### src/screenPkg.sv
package screenPkg;

    // playfield geometry
    localparam int CoordWidth   = 10;
    localparam int ScreenWidth  = 640;
    localparam int ScreenHeight = 480;

    typedef logic [CoordWidth-1:0] coord_t;
    typedef logic signed [CoordWidth:0] diff_t;

    // wide enough for the sum of two squared signed differences
    typedef logic [2*CoordWidth+1:0] dist_t;

    // squared euclidean distance between two points
    function automatic dist_t distSq(
        input coord_t ax,
        input coord_t ay,
        input coord_t bx,
        input coord_t by
    );
        diff_t dx;
        diff_t dy;
        logic signed [2*CoordWidth+1:0] sum;
        dx = diff_t'({1'b0, ax}) - diff_t'({1'b0, bx});
        dy = diff_t'({1'b0, ay}) - diff_t'({1'b0, by});
        sum = dx * dx + dy * dy;
        return dist_t'(sum);
    endfunction

endpackage

### src/dotPkg.sv
package dotPkg;

    localparam int DotCount  = 16;
    // dots below this index make the player grow, the rest shrink it
    localparam int GrowCount = 8;

    localparam int DotRadius    = 4;
    localparam int PlayerRadius = 4;

    typedef logic [3:0] size_t;

    localparam size_t SizeInit = 4'd4;
    localparam size_t SizeMin  = 4'd1;
    localparam size_t SizeMax  = 4'd10;

    // random bits kept when a dot respawns
    localparam int RespawnXBits = 9;
    localparam int RespawnYBits = 8;

    // reset positions with dot 15 just off the right edge
    localparam screenPkg::coord_t SeedX [DotCount] = '{
        10'd150, 10'd12,  10'd17,  10'd45,
        10'd66,  10'd77,  10'd89,  10'd100,
        10'd200, 10'd300, 10'd400, 10'd455,
        10'd543, 10'd602, 10'd625, 10'd644
    };

    localparam screenPkg::coord_t SeedY [DotCount] = '{
        10'd300, 10'd7,   10'd58,  10'd69,
        10'd88,  10'd92,  10'd120, 10'd130,
        10'd66,  10'd99,  10'd89,  10'd300,
        10'd400, 10'd38,  10'd5,   10'd79
    };

    // one size decision per frame tick
    typedef enum logic [1:0] {
        HitNone,
        HitGrow,
        HitShrink
    } hitKind_t;

endpackage

### src/dotField.sv
`timescale 1ns/100ps

module dotField (
    input  logic               Clk,
    input  logic               rst,
    input  logic               frameTick,
    input  logic               hitMask [dotPkg::DotCount],
    input  dotPkg::hitKind_t   hitKind,
    input  screenPkg::coord_t  randX,
    input  screenPkg::coord_t  randY,
    output screenPkg::coord_t  dotX [dotPkg::DotCount],
    output screenPkg::coord_t  dotY [dotPkg::DotCount],
    output dotPkg::size_t      playerSize
);

    screenPkg::coord_t respawnX;
    screenPkg::coord_t respawnY;

    // keep respawns inside the left and upper part of the field
    assign respawnX = screenPkg::coord_t'(randX[dotPkg::RespawnXBits-1:0]);
    assign respawnY = screenPkg::coord_t'(randY[dotPkg::RespawnYBits-1:0]);

    // dot positions
    always_ff @(posedge Clk)
    begin
        if (rst)
        begin
            for (int i = 0; i < dotPkg::DotCount; i++)
            begin
                dotX[i] <= dotPkg::SeedX[i];
                dotY[i] <= dotPkg::SeedY[i];
            end
        end
        else if (frameTick)
        begin
            // every dot hit this tick lands on the same spot
            for (int i = 0; i < dotPkg::DotCount; i++)
            begin
                if (hitMask[i])
                begin
                    dotX[i] <= respawnX;
                    dotY[i] <= respawnY;
                end
            end
        end
    end

    // player size clamped at both ends
    always_ff @(posedge Clk)
    begin
        if (rst)
        begin
            playerSize <= dotPkg::SizeInit;
        end
        else if (frameTick)
        begin
            case (hitKind)
                dotPkg::HitGrow:
                begin
                    if (playerSize != dotPkg::SizeMax)
                    begin
                        playerSize <= playerSize + 4'd1;
                    end
                end
                dotPkg::HitShrink:
                begin
                    if (playerSize != dotPkg::SizeMin)
                    begin
                        playerSize <= playerSize - 4'd1;
                    end
                end
                default:
                begin
                    playerSize <= playerSize;
                end
            endcase
        end
    end

endmodule

### config.mk
export PLATFORM = sky130hd
export DESIGN_NAME = dotField
export DESIGN_NICKNAME = d
export VERILOG_FILES = /design/src/screenPkg.sv /design/src/dotPkg.sv /design/src/dotField.sv
export SDC_FILE = /design/constraint.sdc
export NUM_CORES = 1
export LEC_CHECK = 0
export BUFFER_PORTS_ARGS = -buffer_cell sky130_fd_sc_hd__buf_2
export CAP_MARGIN = 20
export CELL_PAD_IN_SITES_DETAIL_PLACEMENT = 0
export CELL_PAD_IN_SITES_GLOBAL_PLACEMENT = 1
export CORE_MARGIN = 1.5
export CORE_UTILIZATION = 38
export DETAILED_ROUTE_END_ITERATION = 8
export PLACE_DENSITY_LB_ADDON = 0.05
export SETUP_SLACK_MARGIN = 0.1
export SLEW_MARGIN = 20
export SYNTH_ARGS = -nofsm -noshare
export SYNTH_HDL_FRONTEND = slang
export SYNTH_SLANG_ARGS = --single-unit
export TNS_END_PERCENT = 5
### constraint.sdc
create_clock -name Clk -period 3.2 [get_ports Clk]
set_input_delay 0.16 -clock Clk [delete_from_list [all_inputs] [get_ports Clk]]
set_output_delay 0.16 -clock Clk [all_outputs]
set_load 0.03 [all_outputs]
# After elaboration in Yosys (flattened, before gate mapping)
# Index checks and enable logic that the tools add are counted.
[word_totals]
output_inout_bits = 324
in_bits = 41
elab_cells = 62
reg_bits = 283
[op_classes]
n_eq_ne = 6
n_reduce_logical = 18
add_sub_neg = 2
mux = 3
[ops]
columns = ["operator", "n"]
rows = [
  ["2-bit AND reduction", 16],
  ["4-bit two-way mux", 2],
  ["4-bit case mux with 2 select lines", 1],
  ["4-bit by 1-bit adder with 4-bit output (second input constant)", 1],
  ["2-bit inequality test (second input constant)", 2],
  ["4-bit by 1-bit inequality test with 1-bit output (second input constant)", 1],
  ["4-bit inequality test (second input constant)", 1],
  ["4-bit AND reduction", 1],
  ["4-bit by 1-bit subtractor with 4-bit output (second input constant)", 1],
  ["2-bit by 1-bit == test with 1-bit output (second input constant)", 1],
  ["2-bit == test (second input constant)", 1],
  ["2-bit nonzero test", 1],
]

# Logic depth before layout (Yosys ltp)
[depth]
ltp_word = 3
depth_mapped = 6
mapped_depth_nobuf = 6

# Worst setup path before layout
# OpenSTA, ideal clock, no wires.
[synth_timing]
kind = "flip-flop to flip-flop"
startpoint = "reg playerSize[1]"
endpoint = "reg playerSize[3]"
stages_incl_launch_ff = 7
period_less_slack_ps = 1966
n_path_buf = 0
required_time_ps = 3079
setup_slack_ps = 1234
setup_ps = 121
arrival_time_ps = 1846
cell_sequence = "dfxtp_1 inv_1 ha_1 nor3b_1 o32a_4 a21oi_1 mux2_2"
[synth_via]
elab_chain_cells = 3
word_cells_on_any_way = 10
cone_classes = "add/sub (2); eq/ne (4); mux (3); reduce/logical (1)"
[synth_lines]
columns = ["element", "line_no", "rtl"]
rows = [
  ["start, declared", "dotField.sv:13", "output dotPkg::size_t playerSize"],
  ["start signal, assigned", "dotField.sv:53", "playerSize <= dotPkg::SizeInit;"],
  ["start signal, assigned", "dotField.sv:62", "playerSize <= playerSize + 4'd1;"],
  ["start signal, assigned", "dotField.sv:69", "playerSize <= playerSize - 4'd1;"],
  ["4-bit by 1-bit subtractor with 4-bit output (tied with other cells)", "dotField.sv:69", ""],
  ["4-bit two-way mux (tied with other cells)", "dotField.sv:67", "if (playerSize != dotPkg::SizeMin)"],
  ["4-bit case mux with 2 select lines / 4-bit AND reduction (equally long branches)", "-", ""],
]
# Several ways; a longest one is shown, not always the timed one. The select of a mux whose other input is x is not followed.
# A chain may end at the register's enable or synchronous reset.

# Worst setup path after layout
# Ends and elaborated chain as after synthesis.

==> metrics.yaml <==
antenna_violations_before_repair: 0
filler_cell_count: 2778
port_buffers: 320
critical_path.endpoint_type: "register"
synth_commonest_cells: "nand2_1, dfxtp_1, a21oi_1, nand3b_1, clkbuf_1"
ys_seq_area_frac: 0.534
tritoncts_clock_tree: "built"
syn-cell-area_sq_mm: 0.0106
cts_setup_buffers: 0
cp_max_fo: 6
synth.lib_cells_used.distinct: 28
yosys.cell_count.top_type: "nand2_1"
yosys-top-cells-area: "dfxtp_1, nand2_1, a21oi_1, nand3b_1, buf_4"
detailroute.via_count: 9290
longest_clk_path_bufs: 3
die_boundary_height_um: 170
finalCritPeriodShare: 0.575
post-route-worst-setup-slack_ps: 1360
crit_path_start_kind: "register"
clkLatencyLatePin_ps: 540
p_per_area_mw_per_mm2: 667
multi_input_logic_area_sq_mm: 0.00423
seqPwrFrac: 0.437
floorplan.core_area_sq_mm: 0.0271
fin_skew_ps: 0.388
placedInstanceArea_sq_mm: 0.0120
cellLeakagePower_nw: 5.95
synthArstFlopShare: 0
synth.largest_area_cell: "dfxtp_1"
rsz_0062_raised_after_global_routing: "false"
finish.net_count: 1604
power.switching_fraction: 0.290
fin_hold_ws_ps: 92.0
post-route-util: 0.481
grt_pass1_wl_um: 53500
grt_use_total: 0.245
share_comb_of_total_power: 0.147
synth_edf_count: 0
cp_data_required_time_ps: 3640
drc_errors: 0
seq_area_sq_mm: 0.00565
synth.ff_latch_count: 282
pin_count: 365
vdd_ir_max_mv: 0.356
timing_worst_slew_pin_value_ps: 864
critical_path_arrival_ps: 2280
clock.fmax_mhz: 543
reported_max_cap_violation_count: 0
power_mw: 8.69
synthToLayoutAreaGrowth_pct: 23.4
globalplace.congestion: 0.759
placement_rows: 60
cell_internal_pwr_mw: 6.17
clock-root-buffer: "clkbuf_16"
worst_hold_path_type: "input port to register"
synthDominantCellAreaShare: 0.534
p_switching_mw: 2.52
postCtsResizedCells: 0
diodes: 0
hpwl_um: 22700
preCtsSetupSlack_ps: 1220
synth_ff_type: "dfxtp_1"
finish.cell_count_without_fillers: 1956
postCtsHoldBufs: 0
antenna_violating_nets_post_route: 0
finalHoldViolations: 0
clock_sink_count: 282
die_area_sq_mm: 0.0288
finalSetupViolations: 0
die_w_um: 170
finalCriticalPeriod_ps: 1840
cts_htree_levels: 1
drt-pass1-iter-count: 5
drtIter0Drc: 589
grt_start_max_net_pins: 135
relative_slew_slack: 0.424
fin_max_slew_vios: 0
overflow: 0
gate_count_of_the_mapped_netlist: 1322
place.detailed.instances: 1898
timing.setup.tns_ps: 0
yosys_warnings: 0
outcome: "finished, final reports clean"
start_util: 0.390
crit_type: "register to register"
tritoncts.num_buffers: 31
wl_per_cell_um: 18.7
route.final.wire_length_um: 36500
p_clk_frac: 0.415
clk_transition_reported_paths_ps: 60
cell_area_after_layout_sq_mm: 0.0130
first_global_vias: 8418
synth.avg_cell_area_sq_um: 8.00
detail_route.vias_per_cell: 4.75
post_route_cells_drive_above_1_share: 0.238
[cell type report]
class | instances | area share
Multi-Input combinational cell | 919 | 0.325
Timing Repair Buffer | 322 | 0.126
Clock buffer | 50 | 0.0749
Clock inverter | 8 | 0.00528
Inverter | 3 | 0.000864
Tap cell | 372 | 0.0357
Sequential cell | 282 | 0.433
[power by group through the flow]
stage | combinational [mW] | sequential [mW] | clock [mW]
5_1_grt | 1.38 | 3.82 | 3.82
4_1_cts | 1.29 | 3.80 | 3.68
3_5_place_dp | 1.29 | 3.88 | 0
6_report | 1.28 | 3.80 | 3.61
2_1_floorplan | 0.541 | 4.26 | 0
3_3_place_gp | 1.28 | 3.87 | 0
[flip-flops by register name, indices dropped and copies added, names as in the netlist]
register / count
dotX: 148
dotY: 130
playerSize: 4
[kinds of logic after synthesis]
group / count (synthesis) / share of synthesized area
AND/OR/NAND/NOR: 695 / 0.291
flip-flops: 282 / 0.534
AO/OA/AOI/OAI: 175 / 0.0862
buffers and inverters: 161 / 0.0795
adder cells (fa/ha/maj): 4 / 0.00474
XOR/XNOR: 2 / 0.00166
multiplexers: 2 / 0.00201
other: 1 / 0.000355
[final timing paths]
kind                                   start  slack [ps]  cells after the start                          to
hold / removal                      randY[7]          90                      3      dotY[117]$_SDFFE_PP0P_
setup reg to reg  playerSize[1]$_SDFFE_PP0P_        1360                      6  playerSize[3]$_SDFFE_PP0P_
hold reg to reg        dotY[48]$_SDFFE_PP1P_         450                      1       dotY[48]$_SDFFE_PP1P_
setup / recovery  playerSize[1]$_SDFFE_PP0P_        1360                      6  playerSize[3]$_SDFFE_PP0P_
[metal layers]
layer | part of all wire | global-route usage
met2 | 0.44 | 0.381
met3 | 0.089 | 0.0704
met1 | 0.45 | 0.333
met5 | 0 | 0
met4 | 0.020 | 0.0589
[worst max-delay path, stage by stage (launching register included)]
cell	delay [ps]
dfxtp_1	420
inv_1	110
ha_1	180
nor3b_1	140
o32a_4	400
a21oi_1	140
mux2_2	340
[cell usage in the layout, fill, tap and decap left out, types with 2 or more instances in the layout]
cell / instances
a21o_1: 6
a21oi_1: 166
and2_1: 16
buf_2: 319
clkbuf_1: 6
clkbuf_16: 31
clkbuf_8: 14
clkinv_2: 6
conb_1: 41
dfxtp_1: 282
ha_1: 4
inv_1: 2
nand2_1: 560
nand3b_1: 108
nor2_1: 3
xnor2_1: 2
Power figures use the tool's default switching activity.
